<file path="src/mem_pkg.sv">
package mem_pkg;

   // CPU word and SRAM half-word widths
   localparam int DATA_BITS = 32;
   localparam int HALF_BITS = 16;

   // CPU word address and external SRAM address widths
   localparam int ADDR_BITS      = 20;
   localparam int SRAM_ADDR_BITS = 18;

   // One CPU bus cycle request, held steady while the CPU is stalled
   typedef struct packed {
      logic                 vpa;
      logic                 vda;
      logic                 vio;
      logic                 rnw;
      logic [ADDR_BITS-1:0] address;
      logic [DATA_BITS-1:0] wdata;
   } cpu_bus_t;

   // Outputs towards the external asynchronous SRAM
   typedef struct packed {
      logic                      cs_b;
      logic                      oe_b;
      logic                      we_b;
      logic [SRAM_ADDR_BITS-1:0] addr;
      logic [HALF_BITS-1:0]      data_out;
      // High while the controller drives the SRAM data bus
      logic                      data_oe;
   } sram_pins_t;

   // SRAM controller FSM, one state per phase of a word access
   typedef enum logic [1:0] {
      IDLE,
      LOW_HALF,
      HIGH_HALF,
      DONE
   } sram_state_t;

endpackage

</file>
<file path="src/sram_controller.sv">
`timescale 1ns/10ps

module sram_controller (
   input  logic                          clk,
   input  logic                          pwr_up_reset_b,
   input  logic                          cs_b,
   input  logic                          rnw,
   input  logic [mem_pkg::ADDR_BITS-1:0] address,
   input  logic [mem_pkg::DATA_BITS-1:0] wdata,
   input  logic [mem_pkg::HALF_BITS-1:0] sram_data_in,
   output logic [mem_pkg::DATA_BITS-1:0] rdata,
   output logic                          ready,
   output mem_pkg::sram_pins_t           sram
);

   import mem_pkg::*;

   sram_state_t state;
   sram_state_t state_next;

   // True when the next cycle drives one of the two halves
   logic in_half_next;
   logic high_next;

   // Registered SRAM strobes
   logic cs_b_q;
   logic oe_b_q;
   logic we_b_q;
   logic data_oe_q;

   // Registered SRAM address and write half-word
   logic [SRAM_ADDR_BITS-1:0] addr_q;
   logic [HALF_BITS-1:0]      data_out_q;

   always_comb
   begin
      state_next = state;
      case (state)
         IDLE:
         begin
            if (!cs_b)
            begin
               state_next = LOW_HALF;
            end
         end
         LOW_HALF:
         begin
            state_next = HIGH_HALF;
         end
         HIGH_HALF:
         begin
            state_next = DONE;
         end
         DONE:
         begin
            state_next = IDLE;
         end
         default:
         begin
            state_next = IDLE;
         end
      endcase
   end

   assign high_next    = (state_next == HIGH_HALF);
   assign in_half_next = (state_next == LOW_HALF) || high_next;

   // Strobes are set up one edge ahead so they stay glitch free
   always_ff @(posedge clk)
   begin
      if (!pwr_up_reset_b)
      begin
         state     <= IDLE;
         cs_b_q    <= 1'b1;
         oe_b_q    <= 1'b1;
         we_b_q    <= 1'b1;
         data_oe_q <= 1'b0;
      end
      else
      begin
         state     <= state_next;
         cs_b_q    <= !in_half_next;
         oe_b_q    <= !(in_half_next && rnw);
         we_b_q    <= !(in_half_next && !rnw);
         data_oe_q <= in_half_next && !rnw;
      end
   end

   // Even SRAM address holds the low half, odd the high half
   always_ff @(posedge clk)
   begin
      addr_q     <= {address[SRAM_ADDR_BITS-2:0], high_next};
      data_out_q <= high_next ? wdata[DATA_BITS-1:HALF_BITS] : wdata[HALF_BITS-1:0];
   end

   // Capture each read half at the end of its state; word held through DONE
   always_ff @(posedge clk)
   begin
      if (state == LOW_HALF)
      begin
         rdata[HALF_BITS-1:0] <= sram_data_in;
      end
      if (state == HIGH_HALF)
      begin
         rdata[DATA_BITS-1:HALF_BITS] <= sram_data_in;
      end
   end

   assign ready = (state == DONE);

   assign sram.cs_b     = cs_b_q;
   assign sram.oe_b     = oe_b_q;
   assign sram.we_b     = we_b_q;
   assign sram.addr     = addr_q;
   assign sram.data_out = data_out_q;
   assign sram.data_oe  = data_oe_q;

endmodule

</file>
<file path="config.mk">
export PLATFORM = sky130hd
export DESIGN_NAME = sram_controller
export DESIGN_NICKNAME = d
export VERILOG_FILES = /design/src/mem_pkg.sv /design/src/sram_controller.sv
export SDC_FILE = /design/constraint.sdc
export NUM_CORES = 1
export LEC_CHECK = 0
export BUFFER_PORTS_ARGS = -buffer_cell sky130_fd_sc_hd__buf_2
export CAP_MARGIN = 20
export CORE_UTILIZATION = 37
export DETAILED_ROUTE_END_ITERATION = 8
export PLACE_DENSITY = 0.86
export RECOVER_POWER = 25
export SYNTH_ARGS = -nofsm -noshare
export SYNTH_HDL_FRONTEND = slang
export SYNTH_SLANG_ARGS = --single-unit
</file>
<file path="constraint.sdc">
create_clock -name clk -period 1.6 [get_ports clk]
set_input_delay 0.32 -clock clk [delete_from_list [all_inputs] [get_ports clk]]
set_output_delay 0.32 -clock clk [all_outputs]
set_load 0.01 [all_outputs]
</file>
==> Word level (Yosys, flattened, before mapping) <==
Index checks and enable logic that the tools add are counted.
{ "totals": {"elab_cells": 25, "input_bits": 72, "register_bits": 72, "out_inout_bits": 71} }
{ "op_classes": {"n_reduce_logical": 8, "mux": 3, "eq_ne": 5} }
{ "op_table": {"columns": ["operator", "count"], "rows": [
  ["$mux 16", 1],
  ["$pmux 2 s4", 1],
  ["$eq 2x2->1 const B", 3],
  ["$eq 2x1->1 const B", 2],
  ["$logic_not 1->1", 4],
  ["$logic_and 1x1->1", 2],
  ["$logic_not 2->1", 1],
  ["$mux 2", 1],
  ["$logic_or 1x1->1", 1]
]} }

==> Depth between registers and ports, before layout <==
{ "logic_depth": {"word_depth": 6, "mapped_depth": 5, "ltp_nobuf": 5} }

==> Worst setup path after synthesis <==
No wires, ideal clock.
{ "synth_path": {"path_type": "register to register", "startpoint": "register state[0]", "endpoint": "register data_oe_q", "required_ps": 1485, "stages_incl_launch_ff": 6, "arrival_time_ps": 1502, "slack_ps": -17, "setup_time_ps": 115, "period_less_slack_ps": 1617, "cell_sequence": "dfxtp_1 > inv_1 > ha_1 > nor2_1 > o21a_4 > o21a_1"} }
{ "synth_between": {"elab_chain_len": 5, "word_cells_on_any_way": 10, "classes_between": "eq/ne: 5; mux: 2; reduce/logical: 3"} }
{ "synth_rtl": {"columns": ["item", "line", "source"], "rows": [
  ["start, declared", "sram_controller.sv:18", "sram_state_t state;"],
  ["start signal, assigned", "sram_controller.sv:81", "state <= state_next;"],
  ["$eq 2x2->1, or another cell as far along", "sram_controller.sv:38", "case (state)"],
  ["$pmux 2 s4 *", "sram_controller.sv:38", null],
  ["$eq 2x1->1 or $eq 2x2->1 (tied branches)", "sram_controller.sv:66, sram_controller.sv:65", null],
  ["$logic_or 1x1->1 *", "sram_controller.sv:66", "assign in_half_next = (state_next == LOW_HALF) || high_next;"],
  ["$logic_and 1x1->1 *", "sram_controller.sv:85", "data_oe_q <= in_half_next && !rnw;"],
  ["end signal, assigned", "sram_controller.sv:85", null],
  ["end, declared", "sram_controller.sv:29", "logic data_oe_q;"]
]} }
Every way passes the cells marked *; elsewhere a longest branch is shown, timed or not.
A chain may end at the register's enable or synchronous reset.

==> Final worst setup path <==
Same ends and word-level chain as after synthesis.

==> flow_metrics.tcl <==
set metrics [dict create \
    result_of_the_run "complete, no violations" \
    max_cap_violations 0 \
    irDropWorstVdd_mv 0.657 \
    finish.net_count 336 \
    synthDistinctLibCells 19 \
    cts_tree "done" \
    synth.net_count 189 \
    routabilityCongestion 0.711 \
    setup-violations-final 0 \
    cell_count_after_synthesis 112 \
    worst_setup_hold_path_clk_slew_ns 0.08 \
    synth_area_per_cell_um2 19.5 \
    post-cts-setup-buffer-count 0 \
    clock.fmax_mhz 719 \
    clock_insertion_delay_worst_skew_ns 0.34 \
    number_of_global_route_vias_before_repair 1385 \
    slew_headroom 0.812 \
    dr.first_iter.drc_count 34 \
    synth_sequential_area_ratio 0.805 \
    slowest_stage "sky130_fd_sc_hd__dfxtp_1" \
    clock-root-buffer "sky130_fd_sc_hd__clkbuf_8" \
    worst-r2r-setup-slack_ns 0.21 \
    timing_hold_violations_final 0 \
    detail_route.wirelength_um 4110 \
    layout-drive-gt1-share 0.614 \
    worst_setup_path_start_kind "register" \
    numPortBuffers 139 \
    pre_antenna_drt_iters 3 \
    setup_skew_ns 0.00799 \
    timing.rr.end "data_oe_q$_SDFF_PN0_" \
    crit-reg2reg-launch "state[0]$_SDFF_PN0_" \
    power_per_cell_area_mw_per_mm2 1650 \
    detailroute.via_count 1417 \
    setup_total_negative_slack_ns 0 \
    cts_made_buffers 9 \
    grt_util_all_layers 0.141 \
    rsz0062_at_grt "no" \
    fillCellCount 469 \
    antenna_cells_inserted 0 \
    synthesis.area_mm2 0.00219 \
    floorplan.die.height_um 78.9 \
    yosysWarningCount 0 \
    initial_antenna_violation_count 0 \
    clock_sink_count 72 \
    crit_arrival_ns 1.62 \
    antenna_left 0 \
    global_route.overflow_total 0 \
    worstSetupEndpointType "register" \
    hpwlAfterDp_um 3280 \
    row_count 27 \
    slew_violations 0 \
    min_path_type "in2reg" \
    cp-endpoint "data_oe_q$_SDFF_PN0_" \
    dieWidth_um 78.9 \
    synth.ff_latch_count 72 \
    power_leakage_nw 1.42 \
    finalHoldWorstSlack_ns 0.0738 \
    worst_pin_slew_ns 0.282 \
    buf_inv_stages_crit_path 1 \
    cts.hold.buffers_added 0 \
    syn_to_final_growth_pct 42.7 \
    timing.critical_path.cells "inv_1 > ha_1 > and3b_4 > o21a_4 > o21a_1" \
    worst-path-stages 5 \
    floorplan.initialDensity 0.390 \
    crit_start "state[0]$_SDFF_PN0_" \
    grt_first_pass_wirelength_um 6300 \
    vias_per_cell 4.22 \
    timing.reg2reg.worst_path_depth 5 \
    period_needed_ns 1.39 \
    clock_path_buffers 2 \
    critical_path_peak_fanout 5 \
    drc_errors 0 \
    period_share 0.869 \
    post_drt_wl_per_cell_um 12.2 \
    grt_start_max_net_pins 18 \
    max_stage_delay_ns 0.40 \
    cp.required_ns 1.83 \
    core_region_area_mm2 0.00561 \
    post_cts.resized_instances 0 \
    floorplan.die_area_mm2 0.00622 \
    critical_path_class "reg2reg" \
    ios 143 \
    h-tree-depth 3 \
    cp_top_family "flip-flops" \
]
[stage by stage]
stage | cell area, um2 | instances | total power [mW] | setup WS (ns) | util
after global routing | 3120 | 336 | 5.46 | 0.104 | 0.557
after detailed placement | 2960 | 320 | 4.02 | 0.208 | 0.529
after global placement | 2960 | 320 | 3.96 | 0.236 | 0.529
after CTS | 3140 | 336 | 5.22 | 0.198 | 0.559
final | 3120 | 336 | 5.15 | 0.210 | 0.557
after floorplan | 2190 | 112 | 3.46 | 0.172 | -
[logic make-up after synthesis]
| family | share of synthesized area |
|---|---|
| flops | 0.805 |
| buf+inv | 0.0246 |
| compound gates | 0.0206 |
| fa+ha+maj | 0.0286 |
| mux | 0.0995 |
| simple gates | 0.0212 |
[how the worst min path moves through the flow]
stage / from / to / cells after the start
6_report: address[0] / addr_q[1]$_DFF_P_ / 1
4_1_cts: address[7] / addr_q[8]$_DFF_P_ / 1
5_1_grt: address[13] / addr_q[14]$_DFF_P_ / 1
3_5_place_dp: address[1] / addr_q[2]$_DFF_P_ / 1
3_3_place_gp: address[11] / addr_q[12]$_DFF_P_ / 1
2_1_floorplan: address[9] / addr_q[10]$_DFF_P_ / 0
[synthesized netlist by cell type (all sizes together)]
cell	count	area share
o211ai	1	0.0057
and3b	1	0.0057
buf	6	0.021
nor3	1	0.0046
o21a	2	0.010
and2	1	0.0029
nor2	1	0.0017
nor3b	1	0.0034
inv	2	0.0034
dfxtp	40	0.37
o21ai	2	0.0046
mux2	16	0.10
edfxtp	32	0.44
nor2b	1	0.0029
ha	5	0.029
[final cells by class]
class | count | area (um2) | area share
flip-flops and latches | 72 | 1760 | 0.564
repair buffers | 142 | 717 | 0.230
multi-input cells | 32 | 374 | 0.120
clock buffers | 9 | 124 | 0.0397
well taps | 72 | 90.1 | 0.0289
inverters | 2 | 7.51 | 0.00240
clock inverters | 7 | 47.5 | 0.0152
[report_power, final]
group	leakage, nW	internal, mW	switching, mW
clock network	0.0854	0.560	0.646
registers	0.633	2.40	0.117
logic	0.702	0.674	0.748
[flip-flops by register name (all words and copies together), names as in the netlist]
signal      flops
data_out_q     16
addr_q         18
state           2
we_b_q          1
rdata          32
oe_b_q          1
cs_b_q          1
data_oe_q       1
[metal layers]
metal  wire [um]  vias to the layer above  global-route usage
met1        1650                      635               0.149
li1            -                      686                   -
met5           0                        -                   0
met4          98                        0              0.0927
met3         372                        9              0.0598
met2        1990                       87               0.230
[cell usage in the layout, fill, tap and decap left out, drive strengths merged]
cell / instances
and2: 1
and3b: 1
buf: 131
clkbuf: 20
clkinv: 4
clkinvlp: 2
dfxtp: 40
edfxtp: 32
ha: 5
inv: 3
mux2: 16
nor2: 1
nor2b: 1
nor3: 1
nor3b: 1
o211ai: 1
o21a: 2
o21ai: 2
No activity file was read; power rests on OpenSTA's default activity.
