[src/mem_pkg.sv]
package mem_pkg;

   // CPU word and SRAM half-word widths
   localparam int DATA_BITS = 32;
   localparam int HALF_BITS = 16;

   // CPU word address and external SRAM address widths
   localparam int ADDR_BITS      = 20;
   localparam int SRAM_ADDR_BITS = 18;

   // One CPU bus cycle request, held steady while the CPU is stalled
   typedef struct packed {
      logic                 vpa;
      logic                 vda;
      logic                 vio;
      logic                 rnw;
      logic [ADDR_BITS-1:0] address;
      logic [DATA_BITS-1:0] wdata;
   } cpu_bus_t;

   // Outputs towards the external asynchronous SRAM
   typedef struct packed {
      logic                      cs_b;
      logic                      oe_b;
      logic                      we_b;
      logic [SRAM_ADDR_BITS-1:0] addr;
      logic [HALF_BITS-1:0]      data_out;
      // High while the controller drives the SRAM data bus
      logic                      data_oe;
   } sram_pins_t;

   // SRAM controller FSM, one state per phase of a word access
   typedef enum logic [1:0] {
      IDLE,
      LOW_HALF,
      HIGH_HALF,
      DONE
   } sram_state_t;

endpackage

[src/bus_decoder.sv]
`timescale 1ns/10ps

module bus_decoder #(
   parameter int RAM_ADDR_BITS = 12
) (
   input  mem_pkg::cpu_bus_t             bus,
   input  logic [mem_pkg::DATA_BITS-1:0] int_rdata,
   input  logic [mem_pkg::DATA_BITS-1:0] ext_rdata,
   input  logic                          int_ready,
   input  logic                          ext_ready,
   output logic                          int_cs_b,
   output logic                          ext_cs_b,
   output logic [mem_pkg::DATA_BITS-1:0] rdata,
   output logic                          cpu_clken
);

   import mem_pkg::*;

   logic mem_access;
   logic low_space;

   // IO space wins over program and data space
   assign mem_access = (bus.vpa || bus.vda) && !bus.vio;

   // Block RAM covers the bottom 2**RAM_ADDR_BITS words
   assign low_space = ~|bus.address[ADDR_BITS-1:RAM_ADDR_BITS];

   assign int_cs_b = !(mem_access && low_space);
   assign ext_cs_b = !(mem_access && !low_space);

   // Read word and stall come from whichever memory is selected
   always_comb
   begin
      if (!int_cs_b)
      begin
         rdata     = int_rdata;
         cpu_clken = int_ready;
      end
      else if (!ext_cs_b)
      begin
         rdata     = ext_rdata;
         cpu_clken = ext_ready;
      end
      else
      begin
         // IO and idle cycles complete at once and read zero
         rdata     = '0;
         cpu_clken = 1'b1;
      end
   end

endmodule

[config.mk]
export PLATFORM = sky130hd
export DESIGN_NAME = bus_decoder
export DESIGN_NICKNAME = d
export VERILOG_FILES = /design/src/mem_pkg.sv /design/src/bus_decoder.sv
export SDC_FILE = /design/constraint.sdc
export NUM_CORES = 1
export LEC_CHECK = 0
export ABC_AREA = 1
export BUFFER_PORTS_ARGS = -buffer_cell sky130_fd_sc_hd__buf_2
export CAP_MARGIN = 20
export CORE_MARGIN = 8
export CORE_UTILIZATION = 24
export DETAILED_ROUTE_END_ITERATION = 6
export PLACE_DENSITY = 0.83
export SETUP_SLACK_MARGIN = 0.02
export SYNTH_ARGS = -nofsm -noshare
export SYNTH_HDL_FRONTEND = slang
export SYNTH_SLANG_ARGS = --single-unit
[constraint.sdc]
create_clock -name vclk -period 1.4
set_input_delay 0.28 -clock vclk [all_inputs]
set_output_delay 0.28 -clock vclk [all_outputs]
set_load 0.01 [all_outputs]
Yosys cells after proc, flatten, opt, wreduce, memory -nomap -nowiden
Index checks and enable logic that the tools add are counted.
{"block": "totals", "output_inout_bits": 35, "word_cells": 13, "regBits": 0, "in_bits": 122}
{"block": "classes", "mux": 4, "reduce_logical": 9}
{"operator": "two-way mux 32 bit", "count": 2}
{"operator": "OR reduction 8 bit", "count": 1}
{"operator": "logical NOT 1 bit", "count": 4}
{"operator": "logical AND 1 bit", "count": 3}
{"operator": "two-way mux 1 bit", "count": 2}
{"operator": "logical OR 1 bit", "count": 1}

Depth between registers and ports, before layout
Gate-level depths: netlist (run 1).
{"block": "logic_depth", "word_depth": 5, "depth_mapped": 7, "ltp_nobuf": 7}

Worst setup path after synthesis (run 1)
No wires, ideal clock.
{"block": "synth_timing", "path_kind": "input port to output port", "start": "input bus[51] (netlist name)", "end": "output rdata[22] (netlist name)", "n_path_buf": 1, "path_stages": 7, "t_arrival_ns": 1.015, "required_ns": 1.120, "path_slack_ns": 0.105, "path_cell_list": "nor2_1 nand2_2 nor2_8 nor2_8 buf_6 nand2_2 nand2_1"}
{"block": "synth_between", "elab_chain_cells": 4, "word_cells_on_any_way": 6, "classes_between": "mux: 2; reduce/logical: 4"}
{"element": "from (decl)", "line_no": "bus_decoder.sv:6", "rtl": "input mem_pkg::cpu_bus_t bus,"}
{"element": "OR reduction 8 bit *", "line_no": "bus_decoder.sv:26", "rtl": "assign low_space = ~|bus.address[ADDR_BITS-1:RAM_ADDR_BITS];"}
{"element": "logical AND 1 bit or logical NOT 1 bit (tied branches)", "line_no": "bus_decoder.sv:29, bus_decoder.sv:26"}
{"element": "two-way mux 32 bit or logical AND 1 bit (tied branches)", "line_no": "bus_decoder.sv:39, bus_decoder.sv:28"}
{"element": "two-way mux 32 bit *", "line_no": "bus_decoder.sv:34", "rtl": "if (!int_cs_b)"}
{"element": "to (decl)", "line_no": "bus_decoder.sv:13", "rtl": "output logic [mem_pkg::DATA_BITS-1:0] rdata,"}
Mark *: on every way between the ends. The rest lies on a longest branch, timed or not.

Final worst setup path (run 1)
{"block": "layout_timing", "start": "input bus[44] (netlist name)", "end": "output rdata[8] (netlist name)"}
The elaborated chain is that of the path after synthesis.

==> results.txt, run 1 <==
Critical Path Source Type: input pin
# DRC: 0
Slew Limit Fails: 0
RSZ-0062 raised after global routing: true
pwr/cell area: 240.3 mW/mm^2
min cycle time layout: 1.549 ns
failing checks: setup timing
CP max-delay cell: nor2_8
CP top delay family: simple AND/OR/NAND/NOR gates
maximum VDD drop: 0.1691 mV
syn_area_per_cell: 5.014 sq um
DR vias/cell: 4.384
Crit path arrival time: 1.27 ns
Post-DP Area: 0.001226 sq mm
gr ovfl total: 0
Yosys warnings: 0
combinational power share: 1.000
number of clock buffers in the layout: 0
post-synthesis sequential area ratio: 0
CP bufs+invs: 4
pin count of the biggest net entering global routing: 36
CP max FO: 8
hold buffers post-CTS: 0
Critical Path End Type: primary output
number of cells on the critical path: 10
Total Nets Final: 374
Internal Dissipation: 186.1 uW
DR pass1 iterations: 4
Flop pwr share: 0
Hold Vio Cnt, Final: 0
critical path's largest stage delay: 0.14 ns
dpl cells: 271
Sw Share: 0.4930
Critical Path Source: bus[44]
# port buffers: 112
Worst Hold Class: in -> out
antenna violations before repair: 0
Ports: 157
Mapped Cells: 133
Wirelength per Cell: 12.38 microns
CP Cell Sequence: buf_8, nor2_4, nand2_4, nor2_8, buf_12, buf_12, nor2_4, nand2_1, nand2_1, buf_2
Diodes inserted: 0
kind of critical path: in -> out
area growth from synthesis to layout: 129.1%
die height: 68.72 microns
status: finished, violations left
commonest non-fill, non-tap cell in the layout: buf_2
Final HPWL DP: 2572 microns
maxcap violations: 0
worst setup path endpoint: rdata[8]
Tcrit/Tclk final: 1.106
synthesized area: 666.9 sq um
worst relative slew slack: 0.7761
Row Count: 19
worst hold path cell count: 4
Clk pwr share: 0
post-route insts no fill: 281
worst slew pin tran: 0.3359 ns
Peak Freq: 645.7 MHz
Total GRT Usage: 0.1295
via count: 1232
Sw Pwr: 181.0 uW
vias in the first global route: 1200
register area: 0 sq um
Core Box Area: 0.002686 sq mm
Req. time, crit path: 1.12 ns
first-pass GRT wire length: 5057 microns
Die Wd: 68.72 microns
Mapped Nets: 255
DRT antenna net count: 0
Final WS setup: -0.1486 ns
# setup viols final: 35
initial core utilization: 0.2483
fin area: 0.001528 sq mm
synth unique cells: 10
Detailed Route WL: 3479 microns
share of cells above drive strength 1: 0.6320
Die Footprint: 0.004722 sq mm
Leak Pwr: 0.0009939 uW
seq_cells: 0
GPL Wtd Cong: 0.6782
DRT iter0 DRCs: 53
most frequent cells in the layout: 101 x buf_2, 49 x nand2_1, 33 x nand3_1
## stage by stage
stage	hold slack, ns	TNS [ns]	util	setup WS, ns	power (uW)
floorplan	0.6722	0	-	0.1047	141.7
global placement	0.8326	-6.037	0.4565	-0.2176	297.5
detailed placement	0.8360	-6.736	0.4565	-0.2421	302.5
CTS	0.8369	-4.206	0.5463	-0.1501	352.9
global route	0.8492	-6.374	0.5687	-0.2209	402.7
finish	0.8282	-4.036	0.5687	-0.1486	367.1
## worst min-delay path, stage by stage
cell	delay [ns]
buf_2	0.08
nand2_2	0.04
nand2_2	0.05
buf_6	0.09
## synthesized netlist by cell type
library cell	number	area share
buf_6	6	0.10
nand2_2	10	0.094
nor2_2	1	0.0094
nor2_8	3	0.090
inv_2	1	0.0056
buf_2	3	0.023
nand2_1	61	0.34
nand3_1	34	0.26
nor2_1	5	0.028
inv_1	9	0.051
## kinds of logic (layout without fill, tap and decap cells)
kind of cell           Yosys count  after routing  synth area share
and+or+nand+nor                114            116            0.8199
buffers and inverters           19            134            0.1801
## area by class of cell
class | instances | area [sq um]
fillers | 279 | 1159
repair buffers | 124 | 807.0
multi-input cells | 116 | 644.4
well taps | 31 | 38.79
inverters | 10 | 37.54
## how the worst min path moves through the flow
stage                  startpoint        end  slack (ns)
global placement     ext_rdata[1]   rdata[1]        0.83
detailed placement   ext_rdata[4]   rdata[4]        0.84
finish              ext_rdata[18]  rdata[18]        0.83
floorplan           ext_rdata[22]  rdata[22]        0.67
CTS                 ext_rdata[12]  rdata[12]        0.84
global route        ext_rdata[18]  rdata[18]        0.85
## power by group through the flow
stage,Combinational [uW],Clock (uW),Sequential (uW)
6_report,367,0,0
3_3_place_gp,298,0,0
5_1_grt,403,0,0
4_1_cts,353,0,0
3_5_place_dp,302,0,0
2_1_floorplan,142,0,0
## layer usage
layer,GRT usage,up-vias,part of all wire,wire (microns)
met5,0,-,0,0
li1,-,652,-,-
met3,0.03069,0,0.12,419
met2,0.2613,58,0.51,1783
met1,0.1375,522,0.37,1277
met4,0.005013,0,0,0
## timing repair
action	4_1_cts	5_1_grt
buffers inserted	6	1
cloned	3	0
resized for setup	26	17
endpoints found under the setup margin	35	35
pin swaps	14	8
Note: power is estimated with default switching activity, not from simulation.
==> run 2: changes to the inputs <==
--- a/config.mk
+++ b/config.mk
@@ -8,10 +8,12 @@
 export ABC_AREA = 1
 export BUFFER_PORTS_ARGS = -buffer_cell sky130_fd_sc_hd__buf_2
 export CAP_MARGIN = 20
+export CELL_PAD_IN_SITES_DETAIL_PLACEMENT = 1
+export CELL_PAD_IN_SITES_GLOBAL_PLACEMENT = 2
 export CORE_MARGIN = 8
-export CORE_UTILIZATION = 24
+export CORE_UTILIZATION = 10
 export DETAILED_ROUTE_END_ITERATION = 6
-export PLACE_DENSITY = 0.83
+export PLACE_DENSITY = 0.95
 export SETUP_SLACK_MARGIN = 0.02
 export SYNTH_ARGS = -nofsm -noshare
 export SYNTH_HDL_FRONTEND = slang
==> results.txt, run 2 (synthesis results as in run 1) <==
status: finished, violations left
failing checks: setup timing
min-delay src: ext_rdata[11]
Worst Hold Class: in -> out
Peak Freq: 638.6 MHz (-1.1%)
DRT iter0 DRCs: 23 (-57%)
Crit path arrival time: 1.29 ns (+0.02 ns)
maxcap violations: 0 (unchanged)
Die Footprint: 0.009538 sq mm (+100%)
Row Count: 29 (+10)
Wirelength per Cell: 14.84 microns (+20%)
critical path's largest stage delay: 0.16 ns (+0.02 ns)
Fill cells: 813 (+190%)
Total GRT Usage: 0.08799 (-0.04148)
Final HPWL DP: 3409 microns (+33%)
CP max FO: 5 (-3)
worst hold path cell count: 4 (unchanged)
Leak Pwr: 0.001123 uW (+13%)
Critical Path Source Type: input pin
worst relative slew slack: 0.8152 (+0.03914)
Diodes inserted: 0 (unchanged)
DR pass1 iterations: 2 (-2)
antenna violations before repair: 0 (unchanged)
# port buffers: 112 (unchanged)
pin count of the biggest net entering global routing: 36 (unchanged)
Tcrit/Tclk final: 1.118 (+0.01229)
gr ovfl total: 0 (unchanged)
worst hold slack: 0.8318 ns (+0.003549 ns)
pwr/cell area: 252.8 mW/mm^2 (+5.2%)
fin util: 0.2966 (-0.2721)
first-pass GRT wire length: 7231 microns (+43%)
maximum VDD drop: 0.07693 mV (-55%)
# setup viols final: 35 (unchanged)
share of cells above drive strength 1: 0.7302 (+0.09816)
RSZ-0062 raised after global routing: true
fin area: 0.001894 sq mm (+24%)
Slew Limit Fails: 0 (unchanged)
Req. time, crit path: 1.12 ns (about the same)
Ports: 157 (unchanged)
Critical Path End Type: primary output
Detailed Route WL: 4881 microns (+40%)
Die Wd: 97.67 microns (+42%)
GPL Wtd Cong: 0.6635 (-2.2%)
Most common cell on crit path: nor2_4
# DRC: 0 (unchanged)
Hold Vio Cnt, Final: 0 (unchanged)
CP Cell Sequence: buf_6, nor2_4, nand2_4, nor2_8, buf_12, nor2_4, clkbuf_16, nand2_2, nand2_1, buf_2
Core Box Area: 0.006386 sq mm (+140%)
CP max-delay cell: clkbuf_16
most frequent cells in the layout: 88 x buf_2, 31 x nand3_1, 29 x nand2_2, 29 x buf_6, 28 x nand2_1
Worst Hold End: rdata[11]
area growth from synthesis to layout: 184.1%
Post-DP Area: 0.001289 sq mm (+5.1%)
register area: 0 sq um (unchanged)
initial core utilization: 0.1044 (-0.1438)
seq_cells: 0 (unchanged)
Total Nets Final: 376 (+0.53%)
DR vias/cell: 4.052 (-7.6%)
hold buffers post-CTS: 0 (unchanged)
min cycle time layout: 1.566 ns (+0.01721 ns)
via count: 1333 (+8.2%)
vias in the first global route: 1495 (+25%)
Final WS setup: -0.1658 ns (-0.01721 ns)
worst slew pin tran: 0.2772 ns (-0.05871 ns)
kind of critical path: in -> out
DRT antenna net count: 0 (unchanged)
die height: 97.67 microns (+42%)
setup_tns: -4.600 ns (-0.5636 ns)
number of clock buffers in the layout: 0 (unchanged)
commonest non-fill, non-tap cell in the layout: buf_2
## run 2: worst max-delay path by stage
stage / depth (start not counted) / startpoint / to / slack (ns)
floorplan: 7 / bus[51] / rdata[22] / 0.10
global placement: 8 / bus[47] / rdata[1] / -0.27
detailed placement: 8 / bus[47] / rdata[1] / -0.30
CTS: 10 / bus[45] / rdata[24] / -0.16
global route: 10 / bus[51] / cpu_clken / -0.22
finish: 10 / bus[51] / rdata[24] / -0.17
## run 2: critical path: cells and delay by family
family	cells	cell delay [ns]
and+or+nand+nor	6	0.47
buffers and inverters	4	0.52
## run 2: per-stage QoR
step           cells  worst slack [ns]  power (uW)
6_report         329           -0.1658       478.9
5_1_grt          329           -0.2243       519.7
4_1_cts          326           -0.1554       398.5
3_5_place_dp     316           -0.3044       314.9
3_3_place_gp     316           -0.2732       308.0
2_1_floorplan    133            0.1047       141.7
## run 2: cell type report
cell class / count / area [sq um] / area share
timing repair buffer: 127 / 994.7 / 0.5251
multi-input combinational: 115 / 760.7 / 0.4016
tap: 77 / 96.34 / 0.05086
inverter: 10 / 42.54 / 0.02246
## run 2: power by group
group          internal [uW]  total [uW]  switching [uW]
Sequential                 0           0               0
Clock                      0           0               0
Combinational            249         479             230
## run 2: timing repair
| action | CTS | global route |
|---|---|---|
| pin swaps | 9 | 12 |
| endpoints found under the setup margin | 35 | 35 |
| gates resized for setup | 38 | 59 |
| hold endpoints to repair | 0 | 0 |
| cloned | 4 | 2 |
| buffers inserted | 7 | 3 |
## run 2: per-layer routing
| layer | GRT usage | up-vias | routed length [microns] |
|---|---|---|---|
| met2 | 0.1728 | 61 | 2681 |
| met1 | 0.08892 | 612 | 1764 |
| li1 | - | 660 | - |
| met5 | 0 | - | 0 |
| met4 | 0.001166 | 0 | 0 |
| met3 | 0.03414 | 0 | 435 |
